`src/ppu_pkg.sv`:
```
// Tile renderer shared definitions
`default_nettype none

package ppu_pkg;

	// Video memory address
	typedef logic [15:0] vram_addr_t;

	// Pixel coordinate, screen or 256x256 world map
	typedef logic [7:0] coord_t;

	// Palette index
	// High two bits from attribute, low two from pattern planes
	typedef logic [3:0] pal_idx_t;

	// CPU register selector
	typedef enum logic [1:0] {
		reg_ctrl     = 2'd0,
		reg_scroll_x = 2'd1,
		reg_scroll_y = 2'd2,
		reg_status   = 2'd3
	} reg_sel_t;

	// Render enable in the control byte
	localparam int ctrl_enable_bit = 0;

	// Vertical blank flag in the status byte
	localparam int status_vblank_bit = 7;

	// Memory map
	// Nametable is 32x32 tiles, row*32 + col
	localparam vram_addr_t name_base = 16'h0000;
	// One attribute byte per 4x4 tile block, block_row*8 + block_col
	localparam vram_addr_t attr_base = 16'h0400;
	// 16 bytes per pattern, plane 1 eight bytes after plane 0
	localparam vram_addr_t pattern_base = 16'h1000;

endpackage

`default_nettype wire

```
`src/ppu_frame_seq.sv`:
```
// Raster frame sequencer
`timescale 1ns/1ps
`default_nettype none

module ppu_frame_seq
	import ppu_pkg::*;
#(
	parameter int unsigned screen_w      = 256,
	parameter int unsigned screen_h      = 240,
	parameter int unsigned vblank_cycles = 64
) (
	input  wire logic   clk,
	input  wire logic   rst,
	input  wire logic   ctrl_enable,
	input  wire coord_t scroll_x,
	input  wire coord_t scroll_y,
	output logic        frame_start,
	output logic        frame_end,
	output logic        coord_valid,
	input  wire logic   coord_ready,
	output coord_t      screen_x,
	output coord_t      screen_y,
	output coord_t      world_x,
	output coord_t      world_y
);

	localparam int cnt_w = $clog2(vblank_cycles + 1);
	localparam coord_t last_x = coord_t'(screen_w - 1);
	localparam coord_t last_y = coord_t'(screen_h - 1);

	// st_frame sits between lines, st_line issues coordinates
	typedef enum logic [1:0] {
		st_idle,
		st_frame,
		st_line,
		st_blank
	} seq_state_t;

	seq_state_t       state;
	coord_t           x_cnt;
	coord_t           y_cnt;
	coord_t           sx_lat;
	coord_t           sy_lat;
	logic [cnt_w-1:0] blank_cnt;
	logic             accept;

	assign accept = coord_valid && coord_ready;

	always_ff @(posedge clk or negedge rst) begin
		if (!rst) begin
			state       <= st_idle;
			x_cnt       <= '0;
			y_cnt       <= '0;
			sx_lat      <= '0;
			sy_lat      <= '0;
			blank_cnt   <= '0;
			coord_valid <= 1'b0;
			frame_start <= 1'b0;
			frame_end   <= 1'b0;
		end else begin
			// Single cycle pulses
			frame_start <= 1'b0;
			frame_end   <= 1'b0;
			case (state)
				st_idle: begin
					if (ctrl_enable) begin
						frame_start <= 1'b1;
						sy_lat      <= scroll_y;
						y_cnt       <= '0;
						state       <= st_frame;
					end
				end
				st_frame: begin
					// Horizontal scroll taken with first coordinate of the line
					sx_lat      <= scroll_x;
					x_cnt       <= '0;
					coord_valid <= 1'b1;
					state       <= st_line;
				end
				st_line: begin
					if (accept) begin
						if (x_cnt != last_x) begin
							x_cnt <= x_cnt + 8'd1;
						end else if (y_cnt != last_y) begin
							coord_valid <= 1'b0;
							y_cnt       <= y_cnt + 8'd1;
							state       <= st_frame;
						end else begin
							// Last pixel of the frame
							coord_valid <= 1'b0;
							frame_end   <= 1'b1;
							blank_cnt   <= '0;
							state       <= st_blank;
						end
					end
				end
				default: begin
					// Blanking wait before enable is checked again
					if (blank_cnt == cnt_w'(vblank_cycles - 1)) begin
						state <= st_idle;
					end else begin
						blank_cnt <= blank_cnt + 1'b1;
					end
				end
			endcase
		end
	end

	// World position wraps on the 256x256 map
	assign screen_x = x_cnt;
	assign screen_y = y_cnt;
	assign world_x  = x_cnt + sx_lat;
	assign world_y  = y_cnt + sy_lat;

endmodule

`default_nettype wire

```
`src/ppu_regs.sv`:
```
// CPU register block
`timescale 1ns/1ps
`default_nettype none

module ppu_regs
	import ppu_pkg::*;
(
	input  wire logic       clk,
	input  wire logic       rst,
	input  wire logic       cpu_wr,
	input  wire logic       cpu_rd,
	input  wire reg_sel_t   cpu_sel,
	input  wire logic [7:0] cpu_wdata,
	output logic      [7:0] cpu_rdata,
	input  wire logic       frame_end,
	input  wire logic       frame_start,
	output logic            ctrl_enable,
	output coord_t          scroll_x,
	output coord_t          scroll_y
);

	logic [7:0] ctrl_reg;
	logic       vblank_flag;
	logic [7:0] status_byte;
	logic       status_read;

	// Status read clears the flag after returning it
	assign status_read = cpu_rd && (cpu_sel == reg_status);

	always_comb begin
		status_byte = '0;
		status_byte[status_vblank_bit] = vblank_flag;
	end

	// Control and scroll bytes
	always_ff @(posedge clk or negedge rst) begin
		if (!rst) begin
			ctrl_reg <= '0;
			scroll_x <= '0;
			scroll_y <= '0;
		end else if (cpu_wr) begin
			case (cpu_sel)
				reg_ctrl:     ctrl_reg <= cpu_wdata;
				reg_scroll_x: scroll_x <= cpu_wdata;
				reg_scroll_y: scroll_y <= cpu_wdata;
				// Status is read only
				default:      ;
			endcase
		end
	end

	// Vertical blank flag
	always_ff @(posedge clk or negedge rst) begin
		if (!rst) begin
			vblank_flag <= 1'b0;
		end else if (frame_end) begin
			// Set beats a clear in the same cycle
			vblank_flag <= 1'b1;
		end else if (status_read || frame_start) begin
			vblank_flag <= 1'b0;
		end
	end

	// Read data, valid the cycle after cpu_rd
	always_ff @(posedge clk) begin
		if (cpu_rd) begin
			case (cpu_sel)
				reg_ctrl:     cpu_rdata <= ctrl_reg;
				reg_scroll_x: cpu_rdata <= scroll_x;
				reg_scroll_y: cpu_rdata <= scroll_y;
				default:      cpu_rdata <= status_byte;
			endcase
		end
	end

	assign ctrl_enable = ctrl_reg[ctrl_enable_bit];

endmodule

`default_nettype wire

```
`src/ppu_tile_fetch.sv`:
```
// Background tile fetcher
`timescale 1ns/1ps
`default_nettype none

module ppu_tile_fetch
	import ppu_pkg::*;
(
	input  wire logic       clk,
	input  wire logic       rst,
	input  wire logic       coord_valid,
	output logic            coord_ready,
	input  wire coord_t     screen_x,
	input  wire coord_t     screen_y,
	input  wire coord_t     world_x,
	input  wire coord_t     world_y,
	output logic            vram_rd,
	output vram_addr_t      vram_addr,
	input  wire logic [7:0] vram_data,
	output logic            pix_valid,
	input  wire logic       pix_ready,
	output coord_t          pix_x,
	output coord_t          pix_y,
	output pal_idx_t        pix_idx
);

	// One state per memory read
	typedef enum logic [2:0] {
		st_idle,
		st_name,
		st_attr,
		st_pat0,
		st_pat1
	} fetch_state_t;

	fetch_state_t state;
	logic         tag_valid;
	coord_t       cur_sx;
	coord_t       cur_sy;
	coord_t       cur_wx;
	coord_t       cur_wy;
	logic [7:0]   tile_num;
	logic [1:0]   attr_field;
	logic [7:0]   plane0;
	logic [7:0]   plane1;
	logic         accept;
	logic         hit;
	logic         data_phase;
	logic [1:0]   attr_quad;
	logic [2:0]   bit_sel;
	vram_addr_t   name_addr;
	vram_addr_t   attr_addr;

	// Next coordinate only when idle and the output slot frees up
	assign coord_ready = (state == st_idle) && (!pix_valid || pix_ready);
	assign accept      = coord_valid && coord_ready;

	// Held tile tag is the coarse column and row of the latched world position
	assign hit = tag_valid && (world_x[7:3] == cur_wx[7:3]) && (world_y == cur_wy);

	// Read data arrives in the cycle after vram_rd
	assign data_phase = (state != st_idle) && !vram_rd;

	assign name_addr = name_base + vram_addr_t'({world_y[7:3], world_x[7:3]});
	assign attr_addr = attr_base + vram_addr_t'({cur_wy[7:5], cur_wx[7:5]});
	// Quadrant order TL, TR, BL, BR from the low bits up
	assign attr_quad = {cur_wy[4], cur_wx[4]};

	// FSM, read strobe and output valid
	always_ff @(posedge clk or negedge rst) begin
		if (!rst) begin
			state     <= st_idle;
			vram_rd   <= 1'b0;
			pix_valid <= 1'b0;
			tag_valid <= 1'b0;
		end else begin
			if (pix_valid && pix_ready) begin
				pix_valid <= 1'b0;
			end
			if (accept) begin
				tag_valid <= 1'b1;
				if (hit) begin
					pix_valid <= 1'b1;
				end else begin
					vram_rd <= 1'b1;
					state   <= st_name;
				end
			end else if (state != st_idle) begin
				if (vram_rd) begin
					vram_rd <= 1'b0;
				end else begin
					case (state)
						st_name: state <= st_attr;
						st_attr: state <= st_pat0;
						st_pat0: state <= st_pat1;
						default: state <= st_idle;
					endcase
					vram_rd   <= (state != st_pat1);
					pix_valid <= (state == st_pat1);
				end
			end
		end
	end

	// Latched coordinates, tile data and read address
	always_ff @(posedge clk) begin
		if (accept) begin
			cur_sx    <= screen_x;
			cur_sy    <= screen_y;
			cur_wx    <= world_x;
			cur_wy    <= world_y;
			vram_addr <= name_addr;
		end else if (data_phase) begin
			case (state)
				st_name: begin
					tile_num  <= vram_data;
					vram_addr <= attr_addr;
				end
				st_attr: begin
					attr_field <= vram_data[{attr_quad, 1'b0} +: 2];
					vram_addr  <= pattern_base + vram_addr_t'({tile_num, 1'b0, cur_wy[2:0]});
				end
				st_pat0: begin
					plane0    <= vram_data;
					vram_addr <= pattern_base + vram_addr_t'({tile_num, 1'b1, cur_wy[2:0]});
				end
				default: plane1 <= vram_data;
			endcase
		end
	end

	// Bit 7 is the leftmost pixel
	assign bit_sel = ~cur_wx[2:0];
	assign pix_x   = cur_sx;
	assign pix_y   = cur_sy;
	assign pix_idx = {attr_field, plane1[bit_sel], plane0[bit_sel]};

endmodule

`default_nettype wire

```
`src/ppu_top.sv`:
```
// Tile renderer top level
`timescale 1ns/1ps
`default_nettype none

module ppu_top
	import ppu_pkg::*;
#(
	parameter int unsigned screen_w      = 256,
	parameter int unsigned screen_h      = 240,
	parameter int unsigned vblank_cycles = 64
) (
	input  wire logic       clk,
	input  wire logic       rst,
	input  wire logic       cpu_wr,
	input  wire logic       cpu_rd,
	input  wire reg_sel_t   cpu_sel,
	input  wire logic [7:0] cpu_wdata,
	output logic      [7:0] cpu_rdata,
	output logic            vram_rd,
	output vram_addr_t      vram_addr,
	input  wire logic [7:0] vram_data,
	output logic            pix_valid,
	input  wire logic       pix_ready,
	output coord_t          pix_x,
	output coord_t          pix_y,
	output pal_idx_t        pix_idx
);

	// Register block to sequencer
	logic   ctrl_enable;
	coord_t scroll_x;
	coord_t scroll_y;
	logic   frame_start;
	logic   frame_end;

	// Coordinate stream
	logic   coord_valid;
	logic   coord_ready;
	coord_t screen_x;
	coord_t screen_y;
	coord_t world_x;
	coord_t world_y;

	ppu_regs u_regs (
		.clk         (clk),
		.rst         (rst),
		.cpu_wr      (cpu_wr),
		.cpu_rd      (cpu_rd),
		.cpu_sel     (cpu_sel),
		.cpu_wdata   (cpu_wdata),
		.cpu_rdata   (cpu_rdata),
		.frame_end   (frame_end),
		.frame_start (frame_start),
		.ctrl_enable (ctrl_enable),
		.scroll_x    (scroll_x),
		.scroll_y    (scroll_y)
	);

	ppu_frame_seq #(
		.screen_w      (screen_w),
		.screen_h      (screen_h),
		.vblank_cycles (vblank_cycles)
	) u_frame_seq (
		.clk         (clk),
		.rst         (rst),
		.ctrl_enable (ctrl_enable),
		.scroll_x    (scroll_x),
		.scroll_y    (scroll_y),
		.frame_start (frame_start),
		.frame_end   (frame_end),
		.coord_valid (coord_valid),
		.coord_ready (coord_ready),
		.screen_x    (screen_x),
		.screen_y    (screen_y),
		.world_x     (world_x),
		.world_y     (world_y)
	);

	ppu_tile_fetch u_tile_fetch (
		.clk         (clk),
		.rst         (rst),
		.coord_valid (coord_valid),
		.coord_ready (coord_ready),
		.screen_x    (screen_x),
		.screen_y    (screen_y),
		.world_x     (world_x),
		.world_y     (world_y),
		.vram_rd     (vram_rd),
		.vram_addr   (vram_addr),
		.vram_data   (vram_data),
		.pix_valid   (pix_valid),
		.pix_ready   (pix_ready),
		.pix_x       (pix_x),
		.pix_y       (pix_y),
		.pix_idx     (pix_idx)
	);

endmodule

`default_nettype wire

```
`config.mk`:
```
export PLATFORM = sky130hd
export DESIGN_NAME = ppu_top
export DESIGN_NICKNAME = d
export VERILOG_FILES = /design/src/ppu_pkg.sv /design/src/ppu_frame_seq.sv /design/src/ppu_regs.sv /design/src/ppu_tile_fetch.sv /design/src/ppu_top.sv
export SDC_FILE = /design/constraint.sdc
export NUM_CORES = 1
export LEC_CHECK = 0
export BUFFER_PORTS_ARGS = -buffer_cell sky130_fd_sc_hd__buf_2
export CELL_PAD_IN_SITES_DETAIL_PLACEMENT = 0
export CELL_PAD_IN_SITES_GLOBAL_PLACEMENT = 1
export CORE_ASPECT_RATIO = 0.9
export CORE_MARGIN = 8
export CORE_UTILIZATION = 40
export DETAILED_ROUTE_END_ITERATION = 12
export GPL_TIMING_DRIVEN = 0
export PLACE_DENSITY_LB_ADDON = 0.1
export SYNTH_ARGS = -nofsm -noshare
export SYNTH_HDL_FRONTEND = slang
export SYNTH_SLANG_ARGS = --single-unit
```
`constraint.sdc`:
```
create_clock -name clk -period 2.51 [get_ports clk]
set_input_delay 0.502 -clock clk [delete_from_list [all_inputs] [get_ports clk]]
set_output_delay 0.502 -clock clk [all_outputs]
set_load 0.01 [all_outputs]
```
==> run_results.csv, run 1 <==
group,metric,value,unit
timing,fin_worst_skew,0.00723,ns
timing,setup_ws,-0.311,ns
logic_synthesis,yosysWarnings,0,
setup_path,worstSetupStartpointType,"register",
floorplan,die_w,158,µm
cells_and_area,areaGrowthSynthToFinish,19.2,%
grt,antenna_found_initial,0,
timing,finalHoldViolCount,0,
clocking,path_clk_slew,0.06,ns
cells_and_area,largest_reg_flops,13,
logic_synthesis,synth_fa_ha_area_frac,0.0350,
cells_and_area,layout.cells.non_filler,938,
clocking,insertion_delay,0.43,ns
cells_and_area,drive_above_1_share,0.259,
run_status,violations,"setup timing",
job,maxCapViolations,0,
clocking,tritoncts,"yes",
clocking,numCtsBuffers,17,
drt,vias_per_cell,5.30,
floorplan,die_y,144,µm
logic_synthesis,synth_cells,589,
floorplan,fp-row-count,46,
pwr,p_leak,3.70,nW
drt,drc,0,
pwr,p_sw_frac,0.310,
floorplan,ios,69,
logic_synthesis,async_flop_share,0.487,
timing,period_needed,2.82,ns
clocking,cts_max_level,4,
clocking,root_buffer,"clkbuf_16",
pwr,p_sw,0.00257,W
floorplan,start_util,0.409,
drt,dr.first_iter.drc_count,332,
placed_design,dp.cells,897,
logic_synthesis,synth-compound-area-share,0.0867,
logic_synthesis,synth_seq_area_share,0.584,
pwr,p_clk_frac,0.305,
drt,met1_length,8660,µm
logic_synthesis,netlist.area_leader.share,0.316,
setup_path,cp-end-kind,"register",
timing,hold_slack,0.313,ns
pwr,p_per_area,963,mW/mm²
drt,wirelength,17400,µm
cells_and_area,regMostFlops,"u_tile_fetch.vram_addr",
cells_and_area,diodes,0,
logic_synthesis,synth-xor-area-share,0.0400,
timing,timing.final.crit_share,1.12,
logic_synthesis,synth_most_common_cell,"edfxtp_1",
floorplan,design.core.area,0.0177,mm²
logic_synthesis,syn_avg_cell_area,12.3,µm²
drt,drtPass1Iterations,5,
pwr,p_total,0.00830,W
timing,setup_violations,3,
placed_design,numPortBuffers,65,
logic_synthesis,ys_types,64,
drt,wl_met2,7570,µm
pwr,comb_power_share,0.245,
cells_and_area,nets,727,
setup_path,worstSetupPathType,"register to register",
clocking,max-clock-path-buffers,2,
logic_synthesis,ys_seq_elements,154,
cells_and_area,n_fill_cell,1629,
grt,grt_max_degree,70,
clocking,cts_sinks,154,
timing,slew_violations,0,
logic_synthesis,synth_ff_type,"edfxtp_1",
drt,wl_met3,843,µm
hold_path,min_path_type,"input pin to register",
logic_synthesis,yosys-top-cells-count,"edfxtp_1, dfrtp_1, nand2_1",
drt,wl_per_cell,18.5,µm
logic_synthesis,netlist_area,0.00723,mm²
grt,grt_pass1_wl,27600,µm
cells_and_area,final_core_util,0.488,
floorplan,dieArea,0.0226,mm²
pwr,ir_drop,0.491,mV
logic_synthesis,synth_top_family_by_area,"simple AND/OR/NAND/NOR gates",
drt,vias,4971,
placed_design,routabilityCongestion,0.908,
setup_path,cp_max_fo,8,
pwr,pwr-share-seq,0.450,
grt,grt.overflow.total,0,
logic_synthesis,synth.area.top_cells,"edfxtp_1, dfrtp_1, mux2_2",
timing,slew-limit-headroom,0.236,
timing,fmax,0.355,GHz
setup_path,crit_arrival,3.12,ns
pwr,p_int,0.00573,W
placed_design,dp_hpwl,12600,µm
drt,ant_nets,0,
drt,maxUsedRoutingLayer,"met4",
logic_synthesis,synth_edf_count,76,
timing,tightest_slew,1.14,ns
logic_synthesis,synth_area_leader_cell,"edfxtp_1",
logic_synthesis,synth_mux_area_frac,0.0961,
timing,setup_tns,-0.889,ns
grt,first_global_vias,4882,
logic_synthesis,yosys.area_share.simple,0.136,
run_status,status,"finished with violations",
timing,rsz0062_at_grt,"yes",
grt,grt_use_total,0.162,
setup_path,critPathRequiredTime,2.81,ns
==> cell usage in the layout, fill, tap and decap left out, types with 3 or more instances in the layout <==
cell,n
nand2b_1,9
mux4_2,7
nor3_1,10
dfrtp_1,73
nor2_1,46
a22o_1,6
xnor2_1,18
o21a_1,4
a21oi_1,17
a21o_1,6
nand4_1,5
a21o_2,3
o21ai_0,23
clkbuf_16,17
mux2_2,37
a31oi_1,8
nand2_1,69
and3_1,9
or3_1,5
buf_2,64
nor2b_1,7
xor2_1,15
dfxtp_1,3
clkbuf_1,12
buf_4,12
inv_1,10
ha_1,16
mux2i_1,12
conb_1,3
nand3_1,15
buf_6,3
edfxtp_1,76
clkinv_2,3
==> cell type report <==
type,count,area (µm²),share of cell area
timing repair buffer,74,415,0.0482
inverter,11,45.0,0.00523
multi-input combinational,406,2930,0.340
clock inverter,11,118,0.0136
clock buffer,21,460,0.0534
tap,240,300,0.0348
sequential,154,4220,0.490
buffer,20,116,0.0135
timing repair inverter,1,7.51,0.000871
==> worst paths after layout <==
kind                                    startpoint                  endpoint  slack (ns)  depth (start not counted)
setup reg to reg           u_frame_seq.screen_y[3]      u_tile_fetch.vram_rd       -0.31                          9
hold reg to reg              u_frame_seq.frame_end        u_regs.vblank_flag        0.44                          1
hold / removal                        vram_data[2]  u_tile_fetch.tile_num[2]        0.31                          1
min in group asynchronous                      rst    u_tile_fetch.pix_valid        0.46                          2
setup / recovery           u_frame_seq.screen_y[3]      u_tile_fetch.vram_rd       -0.31                          9
max in group asynchronous                      rst   u_frame_seq.screen_y[1]        1.44                          3
==> metrics by stage <==
| stage | area, µm² | worst slack, ns |
|---|---|---|
| after floorplan | 7240 | 0.00122 |
| after global placement | 7870 | -0.537 |
| after detailed placement | 7900 | -0.609 |
| after CTS | 8550 | -0.366 |
| after global routing | 8620 | -0.452 |
| final | 8620 | -0.311 |
==> kinds of logic after synthesis <==
group / after synthesis
simple gates: 201
flops: 154
compound gates: 94
mux: 56
xor+xnor: 33
buf+inv: 31
fa+ha+maj: 19
other cells: 1
==> power groups by stage <==
stage / Sequential [W] / Combinational [W] / Clock, W
2_1_floorplan: 0.00380 / 0.00119 / 0
3_3_place_gp: 0.00377 / 0.00194 / 0
3_5_place_dp: 0.00379 / 0.00196 / 0
4_1_cts: 0.00374 / 0.00204 / 0.00258
5_1_grt: 0.00381 / 0.00224 / 0.00269
6_report: 0.00373 / 0.00204 / 0.00253
==> critical path, stage by stage (launching register included) <==
cell       delay [ns]
dfrtp_1          0.47
ha_1             0.34
buf_6            0.14
a21oi_1          0.27
a21oi_1          0.19
nor2b_1          0.17
a2111oi_1        0.41
o221ai_1         0.29
nor3_4           0.31
o21ai_1          0.10
==> per-layer routing <==
| layer | GRT usage | vias up |
|---|---|---|
| li1 | - | 2361 |
| met1 | 0.238 | 2479 |
| met5 | 0 | - |
| met4 | 0.0616 | 0 |
| met3 | 0.0321 | 19 |
| met2 | 0.230 | 112 |
==> timing repair <==
item                                   in CTS  in global routing
endpoints found under the hold margin       6                  0
pin swaps                                   5                  4
buffers inserted                            5                  1
setup endpoints to repair                  28                 16
gates resized for setup                     9                 12
hold buffers                                1                  0
gates cloned                                1                  0
(Power assumes the default switching activity.)
==> run 2, diff against run 1 <==
--- a/config.mk
+++ b/config.mk
@@ -10,7 +10,7 @@
 export CELL_PAD_IN_SITES_GLOBAL_PLACEMENT = 1
 export CORE_ASPECT_RATIO = 0.9
 export CORE_MARGIN = 8
-export CORE_UTILIZATION = 40
+export CORE_UTILIZATION = 44
 export DETAILED_ROUTE_END_ITERATION = 12
 export GPL_TIMING_DRIVEN = 0
 export PLACE_DENSITY_LB_ADDON = 0.1
==> run 2 against run 1 <==
Against the previous run:
- the flow still finishes with violations (setup timing)
- wire length shrank 2.3%
- cell count fell by 3.4%
- critical path type unchanged
- clock power grew 4%
- worst setup slack gained 0.12 ns
- sequential share of layout area decreased by 0.38 points
- global-route usage is 0.97 points higher
==> run_results.csv, run 2 (synthesized netlist as in run 1, its figures left out) <==
group,metric,value,unit
run_status,status,"finished with violations",
run_status,violations,"setup timing",
job,maxCapViolations,0,
grt,grt_max_degree,67,
drt,wl_met2,7710,µm
timing,fin_worst_skew,0.00901,ns
placed_design,placed_cell_area,0.00786,mm²
placed_design,routabilityCongestion,0.809,
drt,drtPass1Iterations,5,
floorplan,die_y,138,µm
pwr,p_per_area,983,mW/mm²
cells_and_area,largest_reg_flops,13,
pwr,ir_drop,0.557,mV
grt,grt.overflow.total,0,
clocking,root_buffer,"clkbuf_16",
cells_and_area,final_cell_mix,"edfxtp_1, dfrtp_1, nand2_1",
drt,drc,0,
setup_path,critPathMaxStageDelay,0.55,ns
grt,antenna_found_initial,0,
setup_path,r2r_end,"u_tile_fetch.state[0]",
drt,ant_nets,0,
setup_path,critPathRequiredTime,2.80,ns
hold_path,hold_start,"vram_data[6]",
placed_design,dp.cells,864,
floorplan,ios,69,
floorplan,start_util,0.448,
timing,setup_ws,-0.195,ns
timing,rsz0062_at_grt,"yes",
grt,grt_pass1_wl,27100,µm
timing,slew-limit-headroom,0.262,
setup_path,crit_arrival,3.00,ns
cells_and_area,n_fill_cell,1444,
timing,period_needed,2.70,ns
cells_and_area,regMostFlops,"u_tile_fetch.vram_addr",
drt,dr.first_iter.drc_count,243,
cells_and_area,nets,728,
clocking,cts_sinks,154,
cells_and_area,layout.cells.non_filler,906,
hold_path,whs_endpoint,"u_tile_fetch.plane1[6]",
timing,setup_violations,3,
setup_path,worstSetupPathType,"register to register",
drt,wirelength,16900,µm
cells_and_area,final_core_util,0.538,
setup_path,cp-end-kind,"register",
grt,first_global_vias,4881,
setup_path,r2r_cells,9,
timing,timing.final.crit_share,1.08,
floorplan,fp-row-count,44,
setup_path,r2r_slack,-0.19,ns
clocking,tritoncts,"yes",
setup_path,worstSetupStartpointType,"register",
setup_path,cp_max_fo,3,
clocking,insertion_delay,0.43,ns
timing,finalHoldViolCount,0,
setup_path,cp_top_family,"simple AND/OR/NAND/NOR gates",
floorplan,design.core.area,0.0161,mm²
setup_path,slowest_stage,"or4_4",
placed_design,dp_hpwl,12400,µm
setup_path,worstPathCellList,"ha_4 -> fa_1 -> xnor2_1 -> nand3_1 -> or4_4 -> nor4_4 -> nand4_1 -> nor3_4 -> o21ai_1",
cells_and_area,diodes,0,
setup_path,rr_startpoint,"u_frame_seq.sy_lat[0]",
drt,maxUsedRoutingLayer,"met4",
hold_path,holdPathStages,1,
cells_and_area,final_common_cell,"edfxtp_1",
floorplan,dieArea,0.0208,mm²
drt,vias,4899,
timing,fmax,0.370,GHz
clocking,numCtsBuffers,17,
clocking,path_clk_slew,0.06,ns
drt,met1_length,8250,µm
timing,setup_tns,-0.570,ns
pwr,p_leak,3.72,nW
cells_and_area,final_cell_area,0.00868,mm²
hold_path,min_path_type,"input pin to register",
cells_and_area,drive_above_1_share,0.275,
drt,wl_met3,755,µm
placed_design,numPortBuffers,65,
timing,tightest_slew,1.10,ns
drt,vias_per_cell,5.41,
drt,wl_per_cell,18.7,µm
cells_and_area,areaGrowthSynthToFinish,20.1,%
clocking,cts_max_level,4,
timing,slew_violations,0,
grt,grt_use_total,0.172,
setup_path,critPathBufInv,0,
floorplan,die_w,151,µm
clocking,max-clock-path-buffers,2,
## run 2: cell types whose count changed in the layout (fill, tap and decap cells not counted), moves of 2 or more
cell        change
clkbuf_8        -2
clkinvlp_4      +3
inv_4           -2
ha_1            -2
## run 2: area by class of cell
cell class	instances	area, µm²	area share
timing repair inverter	1	7.51	0.000865
tap	207	259	0.0298
clock buffer	18	429	0.0494
inverter	11	45.0	0.00519
clock inverter	14	174	0.0200
timing repair buffer	75	438	0.0504
multi-input combinational	406	2990	0.345
buffer	20	116	0.0134
sequential	154	4220	0.486
## run 2: worst max-delay path by stage
stage	start	end	cells after the start
after global placement	pix_ready	u_tile_fetch.vram_addr[2]	6
after detailed placement	pix_ready	u_tile_fetch.vram_addr[2]	6
final	u_frame_seq.sy_lat[0]	u_tile_fetch.state[0]	9
after floorplan	u_frame_seq.screen_y[0]	u_tile_fetch.state[0]	9
after global routing	u_frame_seq.sy_lat[0]	u_tile_fetch.state[0]	9
after CTS	u_frame_seq.screen_y[0]	u_tile_fetch.state[0]	9
## run 2: metrics by stage
step | power (W) | setup slack, ns | hold WS (ns)
after floorplan | 0.00499 | 0.00122 | 0.206
after global placement | 0.00575 | -0.661 | 0.430
after detailed placement | 0.00581 | -0.717 | 0.361
after CTS | 0.00855 | -0.306 | 0.294
after global routing | 0.00898 | -0.339 | 0.292
final | 0.00854 | -0.195 | 0.304
## run 2: repair_timing
item	in CTS	in global routing
resized for setup	16	16
endpoints found under the setup margin	50	34
cloned	1	0
setup buffers	4	4
pin swaps	2	10
hold endpoints to repair	9	0
hold buffers	1	0
## run 2: report_power, final
part	switching [W]	total, W	internal [W]
sequential	0.000371	0.00374	0.00337
combinational	0.00126	0.00217	0.000906
clock	0.00105	0.00262	0.00157
total	0.00269	0.00854	0.00585
## run 2: metal layers
metal,GRT usage,up-vias
met5,0,-
met2,0.254,94
met1,0.243,2425
met4,0.0538,0
li1,-,2363
met3,0.0437,17
